File: config.mk
export PLATFORM = sky130hd
export DESIGN_NAME = beacon_top
export DESIGN_NICKNAME = d
export VERILOG_FILES = /design/src/serial_line_pkg.sv /design/src/beacon_pkg.sv /design/src/beacon_top.sv /design/src/hex_beacon.sv /design/src/reset_stretch.sv /design/src/uart_tx.sv
export SDC_FILE = /design/constraint.sdc
export NUM_CORES = 1
export LEC_CHECK = 0
export ABC_AREA = 1
export BUFFER_PORTS_ARGS = -buffer_cell sky130_fd_sc_hd__buf_2
export CAP_MARGIN = 20
export CORE_UTILIZATION = 57
export DETAILED_ROUTE_END_ITERATION = 16
export PLACE_DENSITY = 0.75
export SLEW_MARGIN = 20
export SYNTH_ARGS = -nofsm -noshare
export SYNTH_HDL_FRONTEND = slang
export SYNTH_SLANG_ARGS = --single-unit
File: constraint.sdc
create_clock -name clock -period 3.5 [get_ports clock]
set_input_delay 0.7 -clock clock [delete_from_list [all_inputs] [get_ports clock]]
set_output_delay 0.7 -clock clock [all_outputs]
set_load 0.1 [all_outputs]
File: src/serial_line_pkg.sv
//////////////////////////////
// serial line definitions
// frame timing and transmitter states for 8N1
//////////////////////////////

package serial_line_pkg;

	// one character on the line
	typedef logic [7:0] serial_byte_t;

	// kept small so a frame fits a short simulation
	localparam int CLOCKS_PER_BIT = 8;
	localparam int FRAME_BITS = 10; // start, 8 data, stop

	localparam int BIT_CLK_W = $clog2(CLOCKS_PER_BIT);
	localparam int BIT_IDX_W = $clog2(FRAME_BITS);

	// line levels
	localparam logic LINE_IDLE = 1'b1;
	localparam logic START_BIT = 1'b0;
	localparam logic STOP_BIT = 1'b1;

	typedef enum logic [1:0] {
		FS_IDLE,
		FS_START,
		FS_DATA,
		FS_STOP
	} frame_state_t;

endpackage

File: src/beacon_pkg.sv
//////////////////////////////
// beacon message definitions
// pattern length, pacing, character codes
//////////////////////////////

package beacon_pkg;

	// clocks between character offers, longer than one 80 clock frame
	localparam int CHAR_INTERVAL = 128;
	localparam int PACE_W = $clog2(CHAR_INTERVAL);

	// hex characters before the line end
	localparam int HEX_RUN = 64;
	localparam int RUN_W = $clog2(HEX_RUN);

	// character codes
	localparam serial_line_pkg::serial_byte_t CHAR_DIGIT0 = 8'h30; // '0'
	localparam serial_line_pkg::serial_byte_t CHAR_LOWER_A = 8'h61; // 'a'
	localparam serial_line_pkg::serial_byte_t CHAR_CR = 8'h0d;
	localparam serial_line_pkg::serial_byte_t CHAR_LF = 8'h0a;

	// internal reset hold after rst_n lets go
	localparam int STRETCH_CYCLES = 16;
	localparam int STRETCH_W = $clog2(STRETCH_CYCLES + 1);

	typedef enum logic [1:0] {
		SEQ_HEX,
		SEQ_CR,
		SEQ_LF
	} seq_state_t;

endpackage

File: src/beacon_top.sv
//////////////////////////////
// serial test beacon top
// reset stretcher, sequencer and uart transmitter
//////////////////////////////

`timescale 1ns/1ns

module beacon_top (
	input  logic clock,
	input  logic rst_n,
	output logic tx,
	output serial_line_pkg::serial_byte_t char,
	output logic busy
);
	import serial_line_pkg::*;

	logic core_rst_n; // stretched reset for the core
	logic send;
	serial_byte_t char_net;
	logic busy_net;

	reset_stretch reset_stretch0 (
		.clock      (clock),
		.rst_n      (rst_n),
		.core_rst_n (core_rst_n)
	);

	hex_beacon hex_beacon0 (
		.clock (clock),
		.rst_n (core_rst_n),
		.busy  (busy_net),
		.send  (send),
		.char  (char_net)
	);

	uart_tx uart_tx0 (
		.clock (clock),
		.rst_n (core_rst_n),
		.send  (send),
		.char  (char_net),
		.tx    (tx),
		.busy  (busy_net)
	);

	// header pins and led
	assign char = char_net;
	assign busy = busy_net;

endmodule

File: src/hex_beacon.sv
//////////////////////////////
// hex beacon sequencer
// offers 0..f four times, then cr lf, one char per interval
//////////////////////////////

`timescale 1ns/1ns

module hex_beacon (
	input  logic clock,
	input  logic rst_n,
	input  logic busy,
	output logic send,
	output serial_line_pkg::serial_byte_t char
);
	import serial_line_pkg::*;
	import beacon_pkg::*;

	logic [PACE_W-1:0] pace;
	logic tick;
	seq_state_t seq;
	logic [RUN_W-1:0] run_pos; // position in the hex run

	// ascii for one hex digit, lower case letters
	function automatic serial_byte_t hex_code(input logic [3:0] digit);
		serial_byte_t code;
		if (digit < 4'd10) begin
			code = CHAR_DIGIT0 + serial_byte_t'(digit);
		end else begin
			code = CHAR_LOWER_A + serial_byte_t'(digit) - 8'd10;
		end
		return code;
	endfunction

	assign tick = (pace == PACE_W'(CHAR_INTERVAL - 1));

	// pacing counter, first tick one interval after reset release
	always_ff @(posedge clock or negedge rst_n) begin
		if (!rst_n) begin
			pace <= '0;
		end else if (tick) begin
			pace <= '0;
		end else begin
			pace <= pace + 1'b1;
		end
	end

	// a tick that finds the transmitter busy is simply skipped
	always_ff @(posedge clock or negedge rst_n) begin
		if (!rst_n) begin
			send <= 1'b0;
		end else begin
			send <= tick && !busy;
		end
	end

	// advance one cycle after each send, char stays put until then
	always_ff @(posedge clock or negedge rst_n) begin
		if (!rst_n) begin
			seq <= SEQ_HEX;
			run_pos <= '0;
		end else if (send) begin
			case (seq)
				SEQ_HEX: begin
					if (run_pos == RUN_W'(HEX_RUN - 1)) begin
						seq <= SEQ_CR;
						run_pos <= '0;
					end else begin
						run_pos <= run_pos + 1'b1;
					end
				end
				SEQ_CR: begin
					seq <= SEQ_LF;
				end
				SEQ_LF: begin
					seq <= SEQ_HEX; // back to '0'
				end
				default: begin
					seq <= SEQ_HEX;
					run_pos <= '0;
				end
			endcase
		end
	end

	// current character, also shown on the header pins
	always_comb begin
		case (seq)
			SEQ_CR: char = CHAR_CR;
			SEQ_LF: char = CHAR_LF;
			default: char = hex_code(run_pos[3:0]); // wraps every 16
		endcase
	end

	a_send_one_cycle: assert property (
		@(posedge clock) disable iff (!rst_n) send |=> !send
	);

endmodule

File: src/reset_stretch.sv
//////////////////////////////
// reset stretcher
// syncs the release of rst_n and holds the core in reset a while longer
//////////////////////////////

`timescale 1ns/1ns

module reset_stretch (
	input  logic clock,
	input  logic rst_n,
	output logic core_rst_n
);
	import beacon_pkg::*;

	logic sync_a;
	logic sync_b;
	logic [STRETCH_W-1:0] hold_cnt;

	// two flops on the release edge, assertion stays asynchronous
	always_ff @(posedge clock or negedge rst_n) begin
		if (!rst_n) begin
			sync_a <= 1'b0;
			sync_b <= 1'b0;
		end else begin
			sync_a <= 1'b1;
			sync_b <= sync_a;
		end
	end

	// hold counter, lets the serial line settle before the first frame
	always_ff @(posedge clock or negedge rst_n) begin
		if (!rst_n) begin
			hold_cnt <= '0;
			core_rst_n <= 1'b0;
		end else if (sync_b) begin
			if (hold_cnt == STRETCH_W'(STRETCH_CYCLES)) begin
				core_rst_n <= 1'b1;
			end else begin
				hold_cnt <= hold_cnt + 1'b1;
			end
		end
	end

	// core leaves reset only after the whole stretch with rst_n high
	a_core_held: assert property (
		@(posedge clock) $rose(core_rst_n) |-> $past(rst_n, STRETCH_CYCLES + 2)
	);

endmodule

File: src/uart_tx.sv
//////////////////////////////
// uart transmitter
// 8N1 frame, lsb first, fixed bit period
//////////////////////////////

`timescale 1ns/1ns

module uart_tx (
	input  logic clock,
	input  logic rst_n,
	input  logic send,
	input  serial_line_pkg::serial_byte_t char,
	output logic tx,
	output logic busy
);
	import serial_line_pkg::*;

	frame_state_t state;
	logic [BIT_CLK_W-1:0] clk_cnt; // position inside the current bit
	logic [BIT_IDX_W-1:0] bit_idx; // frame bit on the line, 0 is start
	serial_byte_t shift_q;
	logic bit_end;

	assign bit_end = (clk_cnt == BIT_CLK_W'(CLOCKS_PER_BIT - 1));

	// high from the edge after send until the stop bit is over
	assign busy = (state != FS_IDLE);

	// bit period counter
	always_ff @(posedge clock or negedge rst_n) begin
		if (!rst_n) begin
			clk_cnt <= '0;
		end else if (state == FS_IDLE || bit_end) begin
			clk_cnt <= '0;
		end else begin
			clk_cnt <= clk_cnt + 1'b1;
		end
	end

	// latched byte, shifted out lsb first
	always_ff @(posedge clock) begin
		if (state == FS_IDLE && send) begin
			shift_q <= char;
		end else if (bit_end && (state == FS_START || state == FS_DATA)) begin
			shift_q <= {1'b0, shift_q[7:1]};
		end
	end

	always_ff @(posedge clock or negedge rst_n) begin
		if (!rst_n) begin
			state <= FS_IDLE;
			bit_idx <= '0;
			tx <= LINE_IDLE;
		end else begin
			case (state)
				FS_IDLE: begin
					if (send) begin // accepted in the send cycle
						state <= FS_START;
						bit_idx <= '0;
						tx <= START_BIT;
					end
				end
				FS_START: begin
					if (bit_end) begin
						state <= FS_DATA;
						bit_idx <= bit_idx + 1'b1;
						tx <= shift_q[0]; // data bit 0
					end
				end
				FS_DATA: begin
					if (bit_end) begin
						bit_idx <= bit_idx + 1'b1;
						if (bit_idx == BIT_IDX_W'(FRAME_BITS - 2)) begin
							state <= FS_STOP; // last data bit done
							tx <= STOP_BIT;
						end else begin
							tx <= shift_q[0];
						end
					end
				end
				FS_STOP: begin
					if (bit_end) begin
						state <= FS_IDLE;
						bit_idx <= '0;
						tx <= LINE_IDLE;
					end
				end
				default: begin
					state <= FS_IDLE;
					tx <= LINE_IDLE;
				end
			endcase
		end
	end

	// the beacon must wait for the line to be free
	a_no_send_when_busy: assert property (
		@(posedge clock) disable iff (!rst_n) send |-> !busy
	);

	a_idle_line_high: assert property (
		@(posedge clock) disable iff (!rst_n) (state == FS_IDLE) |-> tx
	);

endmodule

==> flow_summary.toml, run 1 <==
[place]
portBuffers = 10
gp_congestion = 0.810
dp_worst_setup_slack_ps = 1070
dp_hpwl_um = 2840
placed_cells = 292

[sta]
drv_slew = 0
tns_ps = 0
rsz0062_at_grt = "false"
hold-worst-slack_ps = 97.3
finalHoldViolCount = 0
finClkSkew_ps = 8.82
max_slew.worst_pin.slew_ps = 1050
relSlewSlack_pct = 29.4
period_minus_slack_ps = 2760
finalSetupViolCount = 0
fmax_mhz = 363
fin_ws_ps = 742
timing.final.crit_share_pct = 78.8

[drt]
dr.max_layer_used = "met4"
ant_nets = 0
dr_wl_met2_um = 1750
via_per_inst = 5.18
wl_met1_um = 1800
wirelength_um = 3750
wl_met3_um = 143
firstDrtPassIters = 4
dr.first_iter.drc_count = 109
wl_per_cell_um = 12.5
route.detailed.drc = 0
via_count = 1553

[worst_setup_path]
critPathCaptureType = "output pin"
cp-start-kind = "flip-flop"
path_cells = "inv_1 > ha_1 > nand2_1 > o21ai_0 > o21ai_0 > nand2_1 > buf_2"
crit_arrival_ps = 2060
crit_required_ps = 2800
max_stage_delay_ps = 490
worst-setup-path-type = "flip-flop to output pin"
ff2ff_path_depth = 4
path_max_fanout = 11
cp_slowest_cell = "ha_1"

[finish]
instances_no_fill = 300
final_layout_size_suffix_gt1_share_pct = 11.8
areaGrowthSynthToFinish_pct = 9.83
antenna_cells = 0
final_nets = 272
mostFrequentLayoutCell = "nand2_1"
final_cell_mix = "53 x nand2_1, 33 x dfrtp_1, 26 x inv_1"

[cts]
cts_sinks = 41
post_cts_buffers = 0
clkSlewWorstSetupHoldPaths_ps = 80
clock_latency_ps = 300
cts_max_path_buffers = 2
htreeDepth = 2
cts_tree = "done"
ctsResizeCount = 0
cts_hold_buf = 0
cts_made_buffers = 5
root_buffer = "clkbuf_8"

[yosys]
avgSynthCellArea_um2 = 8.93
syn_inst = 238
synth_warnings = 0
syn_nets = 257
yosysSeqAreaShare_pct = 50.0
ys_ff_latch = 41
synth_cell_type_count = 30
synth_area_mm2 = 0.00213

[grt]
globalRouteTotalUtil_pct = 21.6
grt_pass1_vias = 1463
grt_pass1_wl_um = 6490
grt_max_degree = 23
grt-ovfl-total = 0
antenna_found_initial = 0

[power]
p_per_area_mw_per_mm2 = 451
p_total_mw = 1.05
ir_drop_mv = 0.379
p_leak_nw = 1.14

[run_status]
outcome = "finished clean"

[floorplanning]
rows = 21
die_w_um = 63.1
dieArea_mm2 = 0.00398
core-area_mm2 = 0.00344
die_h_um = 63.1
initial_core_util_pct = 61.8
boundaryPins = 12

[job]
drv_cap = 0

[worst_hold_path]
hold_path.class = "flip-flop to asynchronous set/reset pin"
[critical path, delay by kind of cell (launching register included)]
kind / cells / cell delay (ps)
AND/OR/NAND/NOR: 2 / 210
adder cells (fa/ha/maj): 1 / 490
flip-flops: 1 / 380
AO/OA/AOI/OAI: 2 / 180
buffers and inverters: 2 / 490
[worst paths after layout]
kind,start,endpoint,slack (ps)
worst max-delay path,hex_beacon0.seq[1],char[0],740
worst min-delay path,reset_stretch0.core_rst_n,uart_tx0.bit_idx[1],100
worst max register to register,uart_tx0.state[0],uart_tx0.shift_q[0],1270
worst min register to register,reset_stretch0.core_rst_n,uart_tx0.bit_idx[1],100
max in group asynchronous,reset_stretch0.core_rst_n,uart_tx0.tx,2780
min in group clock,reset_stretch0.sync_a,reset_stretch0.sync_b,350
[power by group]
group          leakage, nW  total [mW]  switching [mW]  internal [mW]
combinational        0.604       0.131          0.0846         0.0459
clock               0.0566       0.364           0.161          0.204
sequential           0.484       0.558          0.0400          0.518
[metal layers]
metal | vias to the layer above | track usage, %
li1 | 795 | -
met1 | 718 | 28.0
met2 | 33 | 34.7
met3 | 7 | 4.35
met4 | 0 | 10.2
met5 | - | 0
[state kept, by name, summed over array words and instances (netlist names)]
| register | cells |
|---|---|
| uart_tx0.shift_q | 7 |
| hex_beacon0.seq | 2 |
| reset_stretch0.sync_b | 1 |
| uart_tx0.clk_cnt | 3 |
| reset_stretch0.sync_a | 1 |
| hex_beacon0.send | 1 |
| reset_stretch0.core_rst_n | 1 |
| reset_stretch0.hold_cnt | 5 |
| uart_tx0.tx | 1 |
| uart_tx0.bit_idx | 4 |
| hex_beacon0.run_pos | 6 |
| uart_tx0.state | 2 |
| hex_beacon0.pace | 7 |
[cell usage after synthesis]
| library cell | number | area, um2 |
|---|---|---|
| a21oi_4 | 1 | 16.3 |
| conb_1 | 2 | 7.51 |
| edfxtp_1 | 7 | 210 |
| a31oi_1 | 2 | 12.5 |
| dfrtp_1 | 33 | 826 |
| nand2_2 | 1 | 6.26 |
| ha_1 | 17 | 213 |
| xor2_1 | 7 | 61.3 |
| buf_2 | 1 | 5.00 |
| buf_4 | 2 | 15.0 |
| o21ai_2 | 1 | 8.76 |
| nor3_1 | 1 | 5.00 |
| nand3_1 | 16 | 80.1 |
| nor2_2 | 2 | 12.5 |
| a21oi_1 | 8 | 40.0 |
| nor2_4 | 1 | 11.3 |
| a31o_2 | 1 | 8.76 |
| inv_2 | 3 | 11.3 |
| and2_1 | 1 | 6.26 |
| nor3b_1 | 1 | 7.51 |
| nand4_1 | 5 | 31.3 |
| dfstp_2 | 1 | 26.3 |
| and3_1 | 1 | 6.26 |
| nand2_1 | 53 | 199 |
| xnor2_1 | 3 | 26.3 |
| inv_1 | 26 | 97.6 |
| or2_0 | 1 | 6.26 |
| nor2_1 | 25 | 93.8 |
| o21ai_1 | 4 | 20.0 |
| o21ai_0 | 11 | 55.1 |
[cells by family after synthesis]
logic type               share of synthesized area [%]
XOR/XNOR                                          4.12
flip-flops                                        50.0
AO/OA/AOI/OAI                                     7.59
AND/OR/NAND/NOR                                   21.9
other                                            0.353
adder cells (fa/ha/maj)                           10.0
buffers and inverters                             6.06
[per-stage QoR]
stage	utilization, %	cell area (um2)
6_report	67.8	2330
5_1_grt	67.8	2330
4_1_cts	67.8	2330
3_5_place_dp	64.6	2220
3_3_place_gp	64.6	2220
2_1_floorplan	-	2130
[area by class of cell]
class	count	area, um2
clock buffers	8	111
fillers	282	1110
inverters	29	109
multi-input cells	165	937
flip-flops and latches	41	1060
well taps	46	57.6
repair buffers	11	57.6
Power figures use the tool's default switching activity.
==> run 2: changes to the inputs <==
--- a/config.mk
+++ b/config.mk
@@ -8,7 +8,7 @@
 export ABC_AREA = 1
 export BUFFER_PORTS_ARGS = -buffer_cell sky130_fd_sc_hd__buf_2
 export CAP_MARGIN = 20
-export CORE_UTILIZATION = 57
+export CORE_UTILIZATION = 54
 export DETAILED_ROUTE_END_ITERATION = 16
 export PLACE_DENSITY = 0.75
 export SLEW_MARGIN = 20
==> constraint.sdc (replaced) <==
create_clock -name clock -period 2.23 [get_ports clock]
set_input_delay 0.446 -clock clock [delete_from_list [all_inputs] [get_ports clock]]
set_output_delay 0.446 -clock clock [all_outputs]
set_load 0.1 [all_outputs]
==> flow_summary.toml, run 2 (synthesis gave the netlist of run 1 again) <==
[worst_setup_path]
reg2reg_from = "hex_beacon0.seq[1]"
crit_required_ps = 1780
ff2ff_path_depth = 6
max_stage_delay_ps = 380
cp_slowest_cell = "dfrtp_1"
worst-setup-path-type = "flip-flop to output pin"
crit_top_cell = "o21ai_0"
cp-start-kind = "flip-flop"
regToRegSetupSlack_ps = 550
r2r_end = "hex_beacon0.run_pos[3]"
critPathCaptureType = "output pin"
crit_arrival_ps = 1710
path_cells = "inv_1 > ha_4 > nand2_1 > o21ai_0 > o21ai_0 > nand2_2 > buf_12"
path_max_fanout = 11

[grt]
grt_pass1_wl_um = 6440
grt_pass1_vias = 1478
globalRouteTotalUtil_pct = 20.7
grt-ovfl-total = 0
grt_max_degree = 27
antenna_found_initial = 0

[cts]
clkSlewWorstSetupHoldPaths_ps = 80
cts_max_path_buffers = 2
root_buffer = "clkbuf_8"
cts_sinks = 41
cts_tree = "done"
cts_made_buffers = 5
clock_latency_ps = 300
htreeDepth = 2

[sta]
timing.final.crit_share_pct = 96.8
drv_slew = 0
rsz0062_at_grt = "true"
period_minus_slack_ps = 2160
hold-worst-slack_ps = 261
fmax_mhz = 463
finalSetupViolCount = 0
tns_ps = 0
finalHoldViolCount = 0
finClkSkew_ps = 8.92

[power]
switching_share_pct = 29.0
seqPwrFrac_pct = 55.4
p_comb_share_pct = 13.7
p_per_area_mw_per_mm2 = 634
p_total_mw = 1.55
p_sw_uw = 450
p_int_mw = 1.10
clock_power_share_pct = 30.9
p_leak_nw = 1.17
ir_drop_mv = 0.700

[finish]
final_cell_mix = "51 x nand2_1, 32 x dfrtp_1, 26 x inv_1"
final_core_util_pct = 65.9
mostFrequentLayoutCell = "nand2_1"
antenna_cells = 0
final_nets = 276
final_layout_size_suffix_gt1_share_pct = 15.5
top_regs = "hex_beacon0.pace x7, uart_tx0.shift_q x7, hex_beacon0.run_pos x6"
areaGrowthSynthToFinish_pct = 15.2

[floorplanning]
boundaryPins = 12
die_w_um = 64.7
rows = 22
initial_core_util_pct = 57.2
dieArea_mm2 = 0.00419
die_h_um = 64.7
core-area_mm2 = 0.00372

[drt]
route.detailed.drc = 0
wirelength_um = 3630
via_per_inst = 5.07
firstDrtPassIters = 4
via_count = 1551
ant_nets = 0
dr.first_iter.drc_count = 119
wl_per_cell_um = 11.9

[place]
gp_congestion = 0.786
portBuffers = 10
dp_hpwl_um = 2750

[worst_hold_path]
hold_path.class = "flip-flop to asynchronous set/reset pin"

[run_status]
outcome = "finished clean"

[job]
drv_cap = 0
==> run 2: changes by cell type in the layout (fill, tap and decap cells not counted), sizes merged <==
cell and change:
dlygate4sd3 +1, clkinvlp +1, buf +3, clkbuf -3
clkinv +2
==> run 2: how the worst max path moves through the flow <==
| stage | startpoint | to | slack [ps] | depth (start not counted) |
|---|---|---|---|---|
| floorplan | hex_beacon0.seq[0] | char[0] | -150 | 6 |
| global placement | hex_beacon0.seq[1] | char[0] | 290 | 7 |
| detailed placement | hex_beacon0.seq[1] | char[0] | 200 | 7 |
| CTS | hex_beacon0.run_pos[1] | char[2] | 20 | 7 |
| global route | hex_beacon0.seq[0] | char[0] | -30 | 7 |
| finish | hex_beacon0.seq[1] | char[0] | 70 | 7 |
==> run 2: power by group through the flow <==
stage / clock network, mW / registers (mW) / logic (mW)
floorplan: 0 / 0.918 / 0.116
global placement: 0 / 0.874 / 0.216
detailed placement: 0 / 0.875 / 0.222
CTS: 0.494 / 0.861 / 0.222
global route: 0.522 / 0.872 / 0.252
finish: 0.481 / 0.860 / 0.213
==> run 2: layer usage <==
layer  wire, um  vias up  global-route usage (%)
met5          0        -                       0
met2       1720       17                    33.1
met4         74        0                    11.4
li1           -      796                       -
met1       1750      730                    26.1
met3         83        8                    4.40
==> run 2: area by class of cell <==
cell class	instances	area, um2
Clock buffer	5	68.8
Clock inverter	3	17.5
Fill cell	304	1270
Inverter	29	109
Multi-Input combinational cell	165	966
Sequential cell	41	1060
Tap cell	48	60.1
Timing Repair Buffer	15	165
==> run 2: what timing repair did <==
item                                    CTS  global route
gates resized for setup                   2             2
buffers inserted                          0             2
hold buffers                              1             0
pin swaps                                 0             1
hold endpoints to repair                  8             0
endpoints found under the setup margin    4             4
==> run 2: through the flow <==
stage / std cells / area [um2] / setup WS (ps)
detailed placement: 295 / 2320 / 198
CTS: 304 / 2430 / 19.9
finish: 306 / 2450 / 72.3
global placement: 295 / 2320 / 287
floorplan: 238 / 2140 / -151
global route: 306 / 2450 / -27.1
==> run 2: critical path, delay by kind of cell, from the launching register on <==
family / cells / cell delay [ps]
DFF: 1 / 380
AOI/OAI and AO/OA: 2 / 190
buffers and inverters: 2 / 280
adders and majority gates: 1 / 350
and+or+nand+nor: 2 / 200
==> run 3: changes to the inputs <==
--- a/config.mk
+++ b/config.mk
@@ -8,10 +8,13 @@
 export ABC_AREA = 1
 export BUFFER_PORTS_ARGS = -buffer_cell sky130_fd_sc_hd__buf_2
 export CAP_MARGIN = 20
+export CORE_ASPECT_RATIO = 1.1
 export CORE_UTILIZATION = 54
 export DETAILED_ROUTE_END_ITERATION = 16
 export PLACE_DENSITY = 0.75
+export SETUP_SLACK_MARGIN = 0.02
 export SLEW_MARGIN = 20
 export SYNTH_ARGS = -nofsm -noshare
 export SYNTH_HDL_FRONTEND = slang
 export SYNTH_SLANG_ARGS = --single-unit
+export TNS_END_PERCENT = 30
==> flow_summary.toml, run 3 (synthesis gave the netlist of run 1 again) <==
[worst_setup_path]
cp_slowest_cell = "dfrtp_1"
regToRegSetupSlack_ps = 560
cp_top_family = "flip-flops"
critPathCaptureType = "output pin"
crit_required_ps = 1780
crit_top_cell = "nand2_1"
r2r_end = "uart_tx0.shift_q[2]"
path_cells = "o21ai_1 > nand2_1 > nand2_1 > buf_12"
ff2ff_path_depth = 5
max_stage_delay_ps = 440
crit_buf_inv = 1
reg2reg_from = "uart_tx0.state[0]"
worst-setup-path-type = "flip-flop to output pin"
cp-start-kind = "flip-flop"
path_max_fanout = 5
crit_arrival_ps = 1690

[power]
ir_drop_mv = 0.602
seqPwrFrac_pct = 56.6
p_leak_nw = 1.16
p_comb_share_pct = 14.1
clock_power_share_pct = 29.3
p_sw_uw = 428
p_int_mw = 1.10
switching_share_pct = 28.0
p_per_area_mw_per_mm2 = 632

[place]
postPlaceCellArea_mm2 = 0.00231
gp_congestion = 0.750
dp_hpwl_um = 2630
portBuffers = 10
placed_cells = 297

[cts]
cts_sinks = 41
cts_tree = "done"
clkSlewWorstSetupHoldPaths_ps = 80
cts_made_buffers = 5
clock_latency_ps = 290
htreeDepth = 2
root_buffer = "clkbuf_8"
cts_max_path_buffers = 2

[floorplanning]
die_h_um = 67.8
dieArea_mm2 = 0.00419
die_w_um = 61.8
core-area_mm2 = 0.00371
initial_core_util_pct = 57.3
rows = 23
boundaryPins = 12

[sta]
period_minus_slack_ps = 2140
finClkSkew_ps = 12.1
finalHoldViolCount = 0
fmax_mhz = 468
rsz0062_at_grt = "true"
drv_slew = 0
timing.final.crit_share_pct = 95.9
finalSetupViolCount = 0

[drt]
wirelength_um = 3530
ant_nets = 0
wl_per_cell_um = 11.5
dr.first_iter.drc_count = 129
firstDrtPassIters = 4
via_count = 1532
route.detailed.drc = 0
via_per_inst = 5.01

[grt]
antenna_found_initial = 0
grt_pass1_vias = 1451
globalRouteTotalUtil_pct = 20.7
grt_pass1_wl_um = 6270
grt_max_degree = 27
grt-ovfl-total = 0

[finish]
areaGrowthSynthToFinish_pct = 13.8
final_nets = 275
fillers = 318
instances_no_fill = 306
post-route-cell-area_mm2 = 0.00242
final_cell_mix = "52 x nand2_1, 32 x dfrtp_1, 26 x inv_1"
top_regs = "hex_beacon0.pace x7, uart_tx0.shift_q x7, hex_beacon0.run_pos x6"
antenna_cells = 0
final_layout_size_suffix_gt1_share_pct = 14.1
mostFrequentLayoutCell = "nand2_1"

[run_status]
outcome = "finished clean"

[worst_hold_path]
hold_path.class = "flip-flop to asynchronous set/reset pin"

[job]
drv_cap = 0
-- run 3: cell types whose count changed in the layout (fill, tap and decap cells not counted) --
cell	before	now
clkinvlp_4	1	0
nand2_1	51	52
clkinv_2	2	1
clkbuf_1	0	1
nand2_2	3	2
buf_2	5	6
buf_4	4	3
buf_12	5	4
-- run 3: power by group through the flow --
| stage | sequential (mW) | clock (mW) | combinational, mW |
|---|---|---|---|
| floorplan | 0.918 | 0 | 0.116 |
| global placement | 0.873 | 0 | 0.213 |
| detailed placement | 0.874 | 0 | 0.225 |
| CTS | 0.863 | 0.461 | 0.224 |
| global route | 0.872 | 0.489 | 0.263 |
| finish | 0.864 | 0.448 | 0.216 |
-- run 3: layer usage --
| layer | vias to the layer above | wire, um | GRT usage, % |
|---|---|---|---|
| met5 | - | 0 | 0 |
| met4 | 0 | 38 | 5.83 |
| met3 | 4 | 89 | 5.75 |
| met2 | 16 | 1680 | 34.4 |
| met1 | 713 | 1720 | 26.0 |
| li1 | 799 | - | - |
-- run 3: repair_timing --
action                                 4_1_cts  5_1_grt
setup buffers                                0        1
gates resized for setup                      2        2
setup endpoints to repair                    3        4
pin swaps                                    0        1
endpoints found under the hold margin        8        0
hold buffers                                 1        0
-- run 3: layout make-up --
type / instances / area, um2 / share of cell area (%)
sequential: 41 / 1060 / 44.0
multi-input combinational: 165 / 963 / 39.8
timing repair buffer: 14 / 143 / 5.90
inverter: 29 / 109 / 4.50
clock buffer: 6 / 72.6 / 3.00
tap: 50 / 62.6 / 2.59
clock inverter: 1 / 5.00 / 0.207
-- run 3: how the worst max path moves through the flow --
stage | start | to | slack [ps] | cells past startpoint
after global placement | hex_beacon0.seq[1] | char[0] | 290 | 7
after CTS | hex_beacon0.run_pos[1] | char[2] | 50 | 7
after floorplan | hex_beacon0.seq[0] | char[3] | -310 | 4
final | hex_beacon0.run_pos[2] | char[3] | 90 | 4
after global routing | hex_beacon0.run_pos[1] | char[1] | -3 | 6
after detailed placement | hex_beacon0.seq[1] | char[0] | 220 | 7
-- run 3: stage by stage --
stage               TNS [ps]  worst slack [ps]  hold WS, ps  utilization (%)  total power [mW]
global route           -2.77             -2.77          308             65.1              1.62
CTS                        0              50.2          275             64.8              1.55
floorplan               -461              -310          150                -              1.03
detailed placement         0               217          280             62.1              1.10
global placement           0               287          273             62.1              1.09
finish                     0              92.2          254             65.1              1.53
